File: config.mk
export PLATFORM = sky130hd
export DESIGN_NAME = tracking_output_assembly
export DESIGN_NICKNAME = d
export VERILOG_FILES = /design/src/hw/tracker_pkg.sv /design/src/hw/blob_fetch_decode.sv /design/src/hw/record_writer.sv /design/src/hw/track_buffer.sv /design/src/hw/tracking_output_assembly.sv
export SDC_FILE = /design/constraint.sdc
export NUM_CORES = 1
export LEC_CHECK = 0
export BUFFER_PORTS_ARGS = -buffer_cell sky130_fd_sc_hd__clkbuf_2
export CAP_MARGIN = 30
export CORE_AREA = 3 3 323 325
export CTS_CLUSTER_SIZE = 24
export DETAILED_ROUTE_END_ITERATION = 12
export DIE_AREA = 0 0 326 328
export HOLD_SLACK_MARGIN = 0.1
export PLACE_DENSITY = 0.51
export SLEW_MARGIN = 20
export SYNTH_ARGS = -nofsm -noshare
export SYNTH_HDL_FRONTEND = slang
export SYNTH_SLANG_ARGS = --single-unit
File: constraint.sdc
create_clock -name clk -period 8.4 [get_ports clk]
set_input_delay 1.68 -clock clk [delete_from_list [all_inputs] [get_ports clk]]
set_output_delay 1.68 -clock clk [all_outputs]
set_load 0.05 [all_outputs]
File: src/hw/tracker_pkg.sv
package tracker_pkg;

	typedef logic [7:0]  byte_t;     // buffer byte, field byte
	typedef logic [31:0] word_t;     // main memory word
	typedef logic [17:0] mem_addr_t;
	typedef logic [18:0] ptr_t;      // pointer table entry
	typedef logic [4:0]  ptr_addr_t; // table index, blob count
	typedef logic [5:0]  buf_addr_t; // 64 byte packet
	typedef logic [7:0]  color_t;    // byte 0 of word one
	typedef logic [3:0]  slot_t;     // record index in layout

	localparam color_t COLOR_RED    = 8'd0;
	localparam color_t COLOR_ORANGE = 8'd1;
	localparam color_t COLOR_YELLOW = 8'd2;
	localparam color_t COLOR_GREEN  = 8'd3;
	localparam color_t COLOR_BLUE   = 8'd4;
	localparam color_t COLOR_PURPLE = 8'd5;

	localparam byte_t MARK_BYTE     = 8'd176;
	localparam byte_t LF_BYTE       = 8'd10;
	localparam byte_t CR_BYTE       = 8'd13;
	localparam byte_t VERSION_THREE = 8'd1;
	localparam byte_t VERSION_SIX   = 8'd2;

	localparam ptr_t PTR_END = 19'h7fff; // at or above ends the table

	// n colours per rank
	function automatic slot_t num_colors(logic six);
		return six ? slot_t'(6) : slot_t'(3);
	endfunction

	function automatic logic color_ok(color_t c, logic six);
		if (six)
			return c <= COLOR_PURPLE;
		return (c == COLOR_RED) || (c == COLOR_GREEN) || (c == COLOR_BLUE); // r g b only
	endfunction

	// position in the mode's colour list
	function automatic slot_t color_index(color_t c, logic six);
		if (six)
			return slot_t'(c);
		case (c)
			COLOR_GREEN: return slot_t'(1);
			COLOR_BLUE:  return slot_t'(2);
			default:     return slot_t'(0);
		endcase
	endfunction

	// k = (rank - 1) * n + c
	function automatic slot_t record_slot(logic rank2, color_t c, logic six);
		return (rank2 ? num_colors(six) : slot_t'(0)) + color_index(c, six);
	endfunction

	// idx 0 x, 1 y, 2 size hi, 3 size lo
	function automatic buf_addr_t field_addr(slot_t k, logic [1:0] idx, logic six);
		buf_addr_t a;
		a = buf_addr_t'(2) + buf_addr_t'({k, 1'b0});
		if (idx[1])
			a = a + buf_addr_t'({num_colors(six), 2'b00}); // size block after 4n centroid bytes
		return a + buf_addr_t'(idx[0]);
	endfunction

	function automatic buf_addr_t lf_addr(logic six);
		return buf_addr_t'(2) + buf_addr_t'({num_colors(six), 3'b000}); // 2 + 8n with cr next
	endfunction

	function automatic byte_t version_byte(logic six);
		return six ? VERSION_SIX : VERSION_THREE;
	endfunction

endpackage

File: src/hw/blob_fetch_decode.sv
`timescale 1ns/1ps

module blob_fetch_decode #(
	parameter int RANK_SIZE = 6,  // table slots per rank
	parameter int MAX_BLOBS = 19  // table depth
) (
	input  logic                  clk,
	input  logic                  rst,
	input  logic                  pause,
	input  logic                  start,
	input  logic                  six_color,
	input  tracker_pkg::ptr_addr_t valid_blobs,
	output tracker_pkg::ptr_addr_t ptr_addr,
	input  tracker_pkg::ptr_t      ptr,
	output tracker_pkg::mem_addr_t mem_addr,
	input  tracker_pkg::word_t     mem_data,
	output logic                  blob_valid,
	output tracker_pkg::slot_t     slot,
	output tracker_pkg::byte_t     x_byte,
	output tracker_pkg::byte_t     y_byte,
	output tracker_pkg::byte_t     size_hi,
	output tracker_pkg::byte_t     size_lo,
	output logic                  fetch_end
);
	import tracker_pkg::*;

	typedef enum logic [2:0] {
		S_IDLE,
		S_PTR,  // pointer wait
		S_W1,   // word one wait
		S_W2,   // word two wait
		S_END
	} state_t;

	state_t    state;
	logic      lat;      // issued address sampled so data is on the bus
	logic      six_q;    // mode for this run
	ptr_addr_t count_q;  // valid_blobs at start
	color_t    color_q;  // from word one

	logic [5:0] next_idx; // one wider so no wrap at the table end
	logic       last_blob;
	logic       rank_ok;
	logic       rank2;
	logic       store;

	assign next_idx  = {1'b0, ptr_addr} + 6'd1;
	assign last_blob = (next_idx >= 6'(count_q)) || (int'(next_idx) >= MAX_BLOBS);
	assign rank_ok   = int'(ptr_addr) < 2 * RANK_SIZE; // ranks 1 and 2 only
	assign rank2     = int'(ptr_addr) >= RANK_SIZE;
	assign store     = rank_ok && color_ok(color_q, six_q);

	always_ff @(posedge clk) begin
		if (rst) begin
			state      <= S_IDLE;
			lat        <= 1'b0;
			six_q      <= 1'b0;
			count_q    <= '0;
			ptr_addr   <= '0;
			mem_addr   <= '0;
			blob_valid <= 1'b0;
			fetch_end  <= 1'b0;
		end else if (!pause) begin // pause freezes everything including the strobes
			blob_valid <= 1'b0;
			fetch_end  <= 1'b0;
			case (state)
				S_IDLE: begin
					if (start) begin
						six_q    <= six_color;
						count_q  <= valid_blobs;
						ptr_addr <= '0;
						lat      <= 1'b0;
						state    <= (valid_blobs == '0) ? S_END : S_PTR; // empty table
					end
				end
				S_PTR: begin
					if (!lat) begin
						lat <= 1'b1; // table latency
					end else begin
						lat <= 1'b0;
						if (ptr >= PTR_END) begin
							state <= S_END; // end marker in the table
						end else begin
							mem_addr <= ptr[17:0];
							state    <= S_W1;
						end
					end
				end
				S_W1: begin
					if (!lat) begin
						lat <= 1'b1;
					end else begin
						lat      <= 1'b0;
						color_q  <= mem_data[7:0];
						mem_addr <= mem_addr + mem_addr_t'(1); // word two
						state    <= S_W2;
					end
				end
				S_W2: begin
					if (!lat) begin
						lat <= 1'b1;
					end else begin
						lat <= 1'b0;
						if (store) begin
							blob_valid <= 1'b1;
							slot       <= record_slot(rank2, color_q, six_q);
							x_byte     <= mem_data[31:24];
							y_byte     <= mem_data[23:16];
							size_hi    <= mem_data[15:8];
							size_lo    <= mem_data[7:0];
						end
						// next table slot or done
						if (last_blob) begin
							state <= S_END;
						end else begin
							ptr_addr <= ptr_addr + ptr_addr_t'(1);
							state    <= S_PTR;
						end
					end
				end
				S_END: begin
					fetch_end <= 1'b1; // trails the last blob strobe
					state     <= S_IDLE;
				end
				default: state <= S_IDLE;
			endcase
		end
	end

endmodule

File: src/hw/record_writer.sv
`timescale 1ns/1ps

module record_writer #(
	parameter int RANK_SIZE = 6
) (
	input  logic                  clk,
	input  logic                  rst,
	input  logic                  pause,
	input  logic                  start,
	input  logic                  six_color,
	input  logic                  blob_valid,
	input  tracker_pkg::slot_t     slot,
	input  tracker_pkg::byte_t     x_byte,
	input  tracker_pkg::byte_t     y_byte,
	input  tracker_pkg::byte_t     size_hi,
	input  tracker_pkg::byte_t     size_lo,
	input  logic                  fetch_end,
	output logic                  clear,
	output logic                  wr_en,
	output tracker_pkg::buf_addr_t wr_addr,
	output tracker_pkg::byte_t     wr_data,
	output logic                  done
);
	import tracker_pkg::*;

	typedef enum logic [2:0] {
		W_IDLE,
		W_VER,   // version byte
		W_WAIT,  // between records
		W_REC,   // bytes 1..3 of current record
		W_CR,
		W_DONE
	} state_t;

	state_t      state;
	logic        six_q;
	logic        end_seen;   // fetch_end came while busy
	logic        pend_valid; // one record parked
	logic [1:0]  byte_idx;
	slot_t       cur_slot;
	slot_t       pend_slot;
	byte_t [3:0] cur_field;  // [0] x .. [3] size lo
	byte_t [3:0] pend_field;

	byte_t [3:0] in_field;
	logic        in_ok;
	slot_t       src_slot;
	byte_t [3:0] src_field;
	logic        park;

	assign in_field  = {size_lo, size_hi, y_byte, x_byte};
	assign in_ok     = blob_valid && (int'(slot) < 2 * RANK_SIZE); // two ranks per layout
	// pending record goes first
	assign src_slot  = pend_valid ? pend_slot : slot;
	assign src_field = pend_valid ? pend_field : in_field;
	// a strobe served straight away only in W_WAIT with nothing parked
	assign park      = in_ok && (state != W_IDLE) && !(state == W_WAIT && !pend_valid);

	always_ff @(posedge clk) begin
		if (rst) begin
			state      <= W_IDLE;
			six_q      <= 1'b0;
			end_seen   <= 1'b0;
			pend_valid <= 1'b0;
			byte_idx   <= '0;
			clear      <= 1'b0;
			wr_en      <= 1'b0;
			done       <= 1'b0;
		end else begin
			clear <= 1'b0; // buffer side strobes stay single cycle under pause
			wr_en <= 1'b0;
			done  <= 1'b0;
			if (!pause) begin
				if (fetch_end)
					end_seen <= 1'b1;
				case (state)
					W_IDLE: begin
						if (start) begin
							clear      <= 1'b1; // drop stale bytes
							six_q      <= six_color;
							end_seen   <= 1'b0;
							pend_valid <= 1'b0;
							wr_en      <= 1'b1;
							wr_addr    <= '0;
							wr_data    <= MARK_BYTE;
							state      <= W_VER;
						end
					end
					W_VER: begin
						wr_en   <= 1'b1;
						wr_addr <= buf_addr_t'(1);
						wr_data <= version_byte(six_q);
						state   <= W_WAIT;
					end
					W_WAIT: begin
						if (pend_valid || in_ok) begin
							cur_slot   <= src_slot;
							cur_field  <= src_field;
							pend_valid <= 1'b0; // re-set below if another strobe lands
							wr_en      <= 1'b1; // x byte right away
							wr_addr    <= field_addr(src_slot, 2'd0, six_q);
							wr_data    <= src_field[0];
							byte_idx   <= 2'd1;
							state      <= W_REC;
						end else if (end_seen || fetch_end) begin
							end_seen <= 1'b0;
							wr_en    <= 1'b1;
							wr_addr  <= lf_addr(six_q);
							wr_data  <= LF_BYTE;
							state    <= W_CR;
						end
					end
					W_REC: begin
						wr_en    <= 1'b1;
						wr_addr  <= field_addr(cur_slot, byte_idx, six_q);
						wr_data  <= cur_field[byte_idx];
						byte_idx <= byte_idx + 2'd1;
						if (byte_idx == 2'd3)
							state <= W_WAIT;
					end
					W_CR: begin
						wr_en   <= 1'b1;
						wr_addr <= lf_addr(six_q) + buf_addr_t'(1);
						wr_data <= CR_BYTE;
						state   <= W_DONE;
					end
					W_DONE: begin
						done  <= 1'b1; // cycle after the cr write
						state <= W_IDLE;
					end
					default: state <= W_IDLE;
				endcase
				if (park) begin
					pend_valid <= 1'b1;
					pend_slot  <= slot;
					pend_field <= in_field;
				end
			end
		end
	end

endmodule

File: src/hw/track_buffer.sv
`timescale 1ns/1ps

module track_buffer (
	input  logic                  clk,
	input  logic                  rst,
	input  logic                  clear,
	input  logic                  wr_en,
	input  tracker_pkg::buf_addr_t wr_addr,
	input  tracker_pkg::byte_t     wr_data,
	input  tracker_pkg::buf_addr_t buf_addr,
	output tracker_pkg::byte_t     buf_data
);
	import tracker_pkg::*;

	localparam int DEPTH = 2 ** $bits(buf_addr_t); // 64 bytes

	byte_t            mem [DEPTH];
	logic [DEPTH-1:0] valid; // written since last clear

	// storage write port
	always_ff @(posedge clk) begin
		if (wr_en)
			mem[wr_addr] <= wr_data;
	end

	// a write on the clear cycle keeps its flag
	always_ff @(posedge clk) begin
		if (rst) begin
			valid <= '0;
		end else begin
			if (clear)
				valid <= '0;
			if (wr_en)
				valid[wr_addr] <= 1'b1;
		end
	end

	// consumer port with one cycle latency
	// unwritten bytes read as zero
	always_ff @(posedge clk) begin
		buf_data <= valid[buf_addr] ? mem[buf_addr] : '0;
	end

endmodule

File: src/hw/tracking_output_assembly.sv
`timescale 1ns/1ps

module tracking_output_assembly #(
	parameter int RANK_SIZE = 6,
	parameter int MAX_BLOBS = 19
) (
	input  logic                  clk,
	input  logic                  rst,
	input  logic                  pause,       // freezes decode and execute
	input  logic                  start,
	input  logic                  six_color,
	input  tracker_pkg::ptr_addr_t valid_blobs,
	output tracker_pkg::ptr_addr_t ptr_addr,   // pointer table port
	input  tracker_pkg::ptr_t      ptr,
	output tracker_pkg::mem_addr_t mem_addr,   // main memory, read only
	input  tracker_pkg::word_t     mem_data,
	input  tracker_pkg::buf_addr_t buf_addr,   // consumer side
	output tracker_pkg::byte_t     buf_data,
	output logic                  done
);
	import tracker_pkg::*;

	// decode to execute
	logic  blob_valid;
	slot_t slot;
	byte_t x_byte;
	byte_t y_byte;
	byte_t size_hi;
	byte_t size_lo;
	logic  fetch_end;

	// execute to result
	logic      clear;
	logic      wr_en;
	buf_addr_t wr_addr;
	byte_t     wr_data;

	blob_fetch_decode #(
		.RANK_SIZE(RANK_SIZE),
		.MAX_BLOBS(MAX_BLOBS)
	) u_decode (
		.clk        (clk),
		.rst        (rst),
		.pause      (pause),
		.start      (start),
		.six_color  (six_color),
		.valid_blobs(valid_blobs),
		.ptr_addr   (ptr_addr),
		.ptr        (ptr),
		.mem_addr   (mem_addr),
		.mem_data   (mem_data),
		.blob_valid (blob_valid),
		.slot       (slot),
		.x_byte     (x_byte),
		.y_byte     (y_byte),
		.size_hi    (size_hi),
		.size_lo    (size_lo),
		.fetch_end  (fetch_end)
	);

	record_writer #(
		.RANK_SIZE(RANK_SIZE)
	) u_writer (
		.clk       (clk),
		.rst       (rst),
		.pause     (pause),
		.start     (start),
		.six_color (six_color),
		.blob_valid(blob_valid),
		.slot      (slot),
		.x_byte    (x_byte),
		.y_byte    (y_byte),
		.size_hi   (size_hi),
		.size_lo   (size_lo),
		.fetch_end (fetch_end),
		.clear     (clear),
		.wr_en     (wr_en),
		.wr_addr   (wr_addr),
		.wr_data   (wr_data),
		.done      (done)
	);

	track_buffer u_buffer (
		.clk     (clk),
		.rst     (rst),
		.clear   (clear),
		.wr_en   (wr_en),
		.wr_addr (wr_addr),
		.wr_data (wr_data),
		.buf_addr(buf_addr),
		.buf_data(buf_data)
	);

endmodule

After elaboration in Yosys (flattened, before gate mapping):

Memories as Yosys holds them, arrays and structs flattened. A register that Yosys moved wholly into a read port is not among the register bits.
Cells that the tools add are included.

* bitwise operators: 4
* magnitude comparators: 11
* muxes and demuxes: 88
* reduce and logical (&&, ||, !) cells: 43
* equality and inequality tests: 24
* $add $sub $neg: 11

Operators by type and width (number)
* 64-bit two-way mux: 3
* 64-bit bitwise OR: 1
* 18-bit two-way mux: 3
* 6-bit two-way mux: 7
* 8-bit case mux with 5 select lines: 1
* 3-bit two-way mux: 13
* 4-bit two-way mux: 9
* 18-bit case mux with 2 select lines: 1
* 32-bit two-way mux: 1
* 8-bit two-way mux: 4
* 6-bit case mux with 5 select lines: 1
* 1-bit two-way mux: 28
* 5-bit AND reduction: 5
* 19-bit by 15-bit >= comparator with 1-bit output (second input constant): 1
* 18-bit by 1-bit adder with 18-bit output (second input constant): 1
* 8-bit binary-select mux with 2-bit select: 1
* 4-bit AND reduction: 4
* 5-bit two-way mux: 3
* 3-bit case mux with 5 select lines: 1
* 3-bit AND reduction: 5
* 6-bit by 7-bit less-than comparator with 1-bit output (second input constant): 2
* 2-bit by 5-bit adder with 6-bit output (first input constant): 2
* 3-bit by 2-bit equality test with 1-bit output (second input constant): 4
* 3-bit case mux with 4 select lines: 1
* 44 further kinds: 79

* bits of input ports: 67
* register bits after elaboration: 240
* word-level logic and storage cells: 217
* RAM bits: 512
* output and inout bits: 32
* memories kept: 1

Memory list
* u_buffer.mem: words 64, width 8, read ports 1, clocked after Yosys merged registers in 1, write ports 1, line track_buffer.sv:17 `byte_t mem [DEPTH];`

Depth between registers and ports, before layout:

* word-level depth: 17
* gate-level depth with buffers: 10
* gate-level depth less buffers: 10

By module:

Synthesis repeated with hierarchy kept, for this count alone.

* cell total of the unflattened synthesis: 1828
* area, all modules: 30453.0 µm²

By module, submodules not included
* track_buffer: times used 1, sequential area each 16816.1 µm², cells an instance 1162, area an instance 22371.5 µm²
* record_writer: times used 1, sequential area each 2802.7 µm², cells an instance 297, area an instance 4326.6 µm²
* blob_fetch_decode: times used 1, sequential area each 2021.9 µm², cells an instance 369, area an instance 3754.9 µm²

Worst setup path after synthesis:

Ideal clock, no wire load.

* kind: input to register
* start: input port pause
* end: register u_writer.pend_field[0] (netlist name) (enable)
* stages: 3
* data arrival time: 7.820 ns
* path slack: -0.043 ns
* setup time: 0.624 ns
* required time: 7.776 ns
* buffers on the path: 2
* path through: clkbuf_1 clkbuf_1 a2111oi_0

* word-level cells in the longest chain between the ends: 2

Ends and longest elaborated chain
* from (decl): line tracking_output_assembly.sv:9 `input logic pause,`
* 1-bit NOT (no source line)
* 3-bit AND reduction (no source line)
* to (signal assigned): line record_writer.sv:136 `pend_field <= in_field;`
* to (decl): line record_writer.sv:43 `byte_t [3:0] pend_field;`

No other way between the ends.
A chain may end at the register's enable or synchronous reset.

Worst setup path after layout:

* start: input port buf_addr[0]
* end: register u_buffer.buf_data[4], read port of u_buffer.mem

* word-level cells in the longest chain between the ends: 3

Ends and longest elaborated chain
* from (decl): line tracking_output_assembly.sv:17 `input tracker_pkg::buf_addr_t buf_addr,`
* 1-bit binary-select mux with 6-bit select: line track_buffer.sv:41 `buf_data <= valid[buf_addr] ? mem[buf_addr] : '0;`
* 1-bit two-way mux (implied by the code): line track_buffer.sv:41
* 1-bit zero test (no source line)
* to (decl): line track_buffer.sv:11 `output tracker_pkg::byte_t buf_data`

Several ways; a longest one is shown, not always the timed one. The select of a mux whose other input is x is not followed.

==> flow_metrics.tcl <==
set metrics [dict create \
    netlist_area_um2 30500 \
    min-delay-start "u_decode.x_byte[1]$_DFFE_PP_" \
    whs_ns 0.448 \
    wl_per_cell_um 22.5 \
    yosysUniqueCellTypes 66 \
    nFillCells 9618 \
    grt_pass1_wl_mm 115 \
    ys_warn_count 0 \
    synth_seq_cells 760 \
    slew_headroom_pct 34.2 \
    status "complete, no violations" \
    grt-ovfl-total 0 \
    crit_buf_inv 2 \
    place_hpwl_mm 49.4 \
    cts_buffers 85 \
    rows 117 \
    cts.repair.resized 0 \
    grt_pass1_vias 17300 \
    io_pins 99 \
    swShare_pct 21.5 \
    pwr-share-seq_pct 50.0 \
    cap_viol_max_count 0 \
    worstPathMaxFanout 51 \
    path_cells "buf_8, buf_4, mux4_2, a22oi_1, a21oi_1, a211oi_1, a211oi_1" \
    slew_violations 0 \
    finalSetupViolCount 0 \
    p_leak_nw 11.7 \
    drive_gt1_share_pct 24.4 \
    port_buffers 98 \
    cts.sinks 760 \
    dr.pass1.iters 6 \
    start_util_pct 29.9 \
    syn_avg_cell_area_um2 16.7 \
    min_to "u_writer.pend_field[1]$_DFFE_PP_" \
    fin_crit_ns 3.95 \
    tns_ns 0 \
    setup.worst_path.start "buf_addr[0]" \
    peakVddDrop_v 0.000162 \
    critical_path_class "in -> reg" \
    cpMostUsedCell "a211oi_1" \
    pwr-share-comb_pct 4.6 \
    whs_path_depth 0 \
    dieArea_um2 107000 \
    grt_usage_pct 14.3 \
    required_ns 8.89 \
    cts.path.max_buffers 3 \
    cts_tree "built" \
    yosysSeqAreaShare_pct 71.1 \
    gp_congestion 0.770 \
    crit_path_max_incr_delay_ns 0.73 \
    synth-edff-count 642 \
    vias_per_cell 4.99 \
    crit_path_start_kind "primary input" \
    final_net_count 2055 \
    grt_max_degree 71 \
    cts_hold_buf 0 \
    power_frac_clock_pct 45.4 \
    vias 17000 \
    synthesis.instances 1822 \
    tightestPinTransition_ns 0.988 \
    synth_flop_cell "edfxtp_1" \
    synth_nets 1908 \
    first_iter_violations 1554 \
    area_delta_synth_final_pct 16.9 \
    fmax_mhz 253 \
    clk_pin_slew_ns 0.06 \
    cpMaxStageDelayCell "buf_4" \
    worstReg2RegStart "u_writer.wr_addr[1]$_DFFE_PP_" \
    rsz0062_at_grt "false" \
    reg2reg_setup_slack_ns 5.59 \
    min_path_type "reg -> reg" \
    post_cts_buffers 0 \
    root_buffer "clkbuf_16" \
    core_area_um2 102000 \
    htree_levels 3 \
    cp-end-kind "flop" \
    utilization_pct 35.0 \
    r2r_cells 4 \
    crit_family "buffers and inverters" \
    critical_path_arrival_ns 4.44 \
    drc 0 \
    period_share_pct 47.0 \
    die_width_um 326 \
    rr_endpoint "u_buffer.mem[19][6]$_DFFE_PP_" \
    clk_latency_ns 0.64 \
    fin_worst_skew_ns 0.0382 \
    antenna_found_initial 0 \
    drtAntennaViolNets 0 \
    synthArstFlopShare_pct 0 \
    p_per_area_nw_per_um2 232 \
    finalHoldViolCount 0 \
    power.internal_w 0.00648 \
    p_sw_w 0.00178 \
    die-height_um 328 \
    finalWirelength_mm 76.9 \
]
[through the flow]
step | total power [W] | cell area [um2] | cells | worst slack (ns)
6_report | 0.00826 | 35600 | 3409 | 4.45
5_1_grt | 0.00855 | 35600 | 3408 | 4.22
4_1_cts | 0.00837 | 35600 | 3403 | 4.41
3_5_place_dp | 0.00459 | 32700 | 3245 | 3.72
3_3_place_gp | 0.00458 | 32400 | 3215 | 3.74
2_1_floorplan | 0.00445 | 30500 | 1822 | 1.72
[worst register-to-register path, cell delays in order, from the launching register on]
cell,delay (ns)
edfxtp_1,0.49
nor2b_1,0.33
nand3_1,0.59
nor2_1,0.80
buf_4,0.30
[power groups by stage]
stage / sequential (W) / combinational, W / clock [W]
global placement: 0.00421 / 0.000377 / 0
global route: 0.00413 / 0.000414 / 0.00401
CTS: 0.00413 / 0.000387 / 0.00385
detailed placement: 0.00421 / 0.000386 / 0
floorplan: 0.00423 / 0.000225 / 0
finish: 0.00413 / 0.000379 / 0.00375
[cell families after synthesis]
logic type / synth area share, %
DFF: 71.1
and+or+nand+nor: 5.57
AOI/OAI and AO/OA: 6.73
muxes: 13.3
buffers and inverters: 2.24
adders and majority gates: 0.805
xor gates and xnor gates: 0.316
[per-layer routing]
layer | up-vias | GRT usage (%) | wire [um]
li1 | 7522 | - | -
met1 | 8871 | 19.5 | 34000
met2 | 519 | 22.8 | 36200
met3 | 115 | 3.16 | 4730
met4 | 0 | 4.23 | 1910
met5 | - | 0 | 0
[how the worst max path moves through the flow]
stage,end,cells after the start
6_report,u_buffer.buf_data[4]$_SDFF_PN0_,7
4_1_cts,u_buffer.buf_data[4]$_SDFF_PN0_,7
3_5_place_dp,u_buffer.buf_data[4]$_SDFF_PN0_,7
5_1_grt,u_buffer.buf_data[4]$_SDFF_PN0_,7
2_1_floorplan,u_writer.pend_field[0]$_DFFE_PP_,3
3_3_place_gp,u_buffer.buf_data[5]$_SDFF_PN0_,6
[flip-flops by register name, summed over array words and instances, names as in the netlist, 6 cells and up]
name                 cells
u_buffer.mem           512
u_buffer.valid          64
u_writer.cur_field      32
u_writer.pend_field     32
u_decode.mem_addr       18
u_buffer.buf_data        8
u_decode.color_q         8
u_decode.size_hi         8
u_decode.size_lo         8
u_decode.x_byte          8
u_decode.y_byte          8
u_writer.wr_data         8
u_writer.wr_addr         6
[Yosys cell counts (all sizes together), types with 7 or more instances]
master	count	area (um2)
o21ai	37	185
and2	10	62.6
nor2b	18	113
nand4	8	50.1
nand3	23	115
clkbuf	63	236
ha	18	225
a31oi	7	43.8
nor2	145	544
and3	10	62.6
a22oi	67	503
buf	46	327
mux2i	13	130
a211oi	22	165
a21oi	120	601
nand2b	16	100
edfxtp	642	19300
a21o	12	90.1
nor3	15	75.1
mux2	37	417
dfxtp	118	2360
mux4	153	3500
inv	32	120
nand2	91	342
[cell usage in the layout, fill, tap and decap left out, types with 6 or more instances in the layout]
| master | n |
|---|---|
| a211oi_1 | 22 |
| a21o_1 | 12 |
| a21oi_1 | 120 |
| a22oi_1 | 67 |
| a31oi_1 | 7 |
| and2_1 | 7 |
| and3_1 | 10 |
| buf_4 | 62 |
| buf_6 | 8 |
| bufinv_16 | 6 |
| clkbuf_1 | 23 |
| clkbuf_16 | 87 |
| clkbuf_2 | 95 |
| clkbuf_8 | 15 |
| clkinv_2 | 12 |
| dfxtp_1 | 117 |
| edfxtp_1 | 642 |
| ha_1 | 18 |
| inv_1 | 31 |
| mux2_2 | 37 |
| mux2i_1 | 13 |
| mux4_1 | 14 |
| mux4_2 | 139 |
| nand2_1 | 91 |
| nand2b_1 | 16 |
| nand3_1 | 23 |
| nand4_1 | 8 |
| nor2_1 | 142 |
| nor2b_1 | 16 |
| nor3_1 | 14 |
| nor4_1 | 6 |
| o21ai_0 | 36 |
| o31ai_1 | 6 |
| or3_1 | 6 |
| xnor2_1 | 6 |
[final cells by class]
type	instances	area (um2)	share of cell area (%)
repair buffers	169	1100	3.08
clock buffers	125	2470	6.93
multi-input cells	921	8170	23.0
flip-flops and latches	760	21600	60.8
diodes	1	2.50	0.00703
inverters	32	120	0.337
well taps	1368	1710	4.81
clock inverters	33	397	1.11
(Power assumes the default switching activity.)
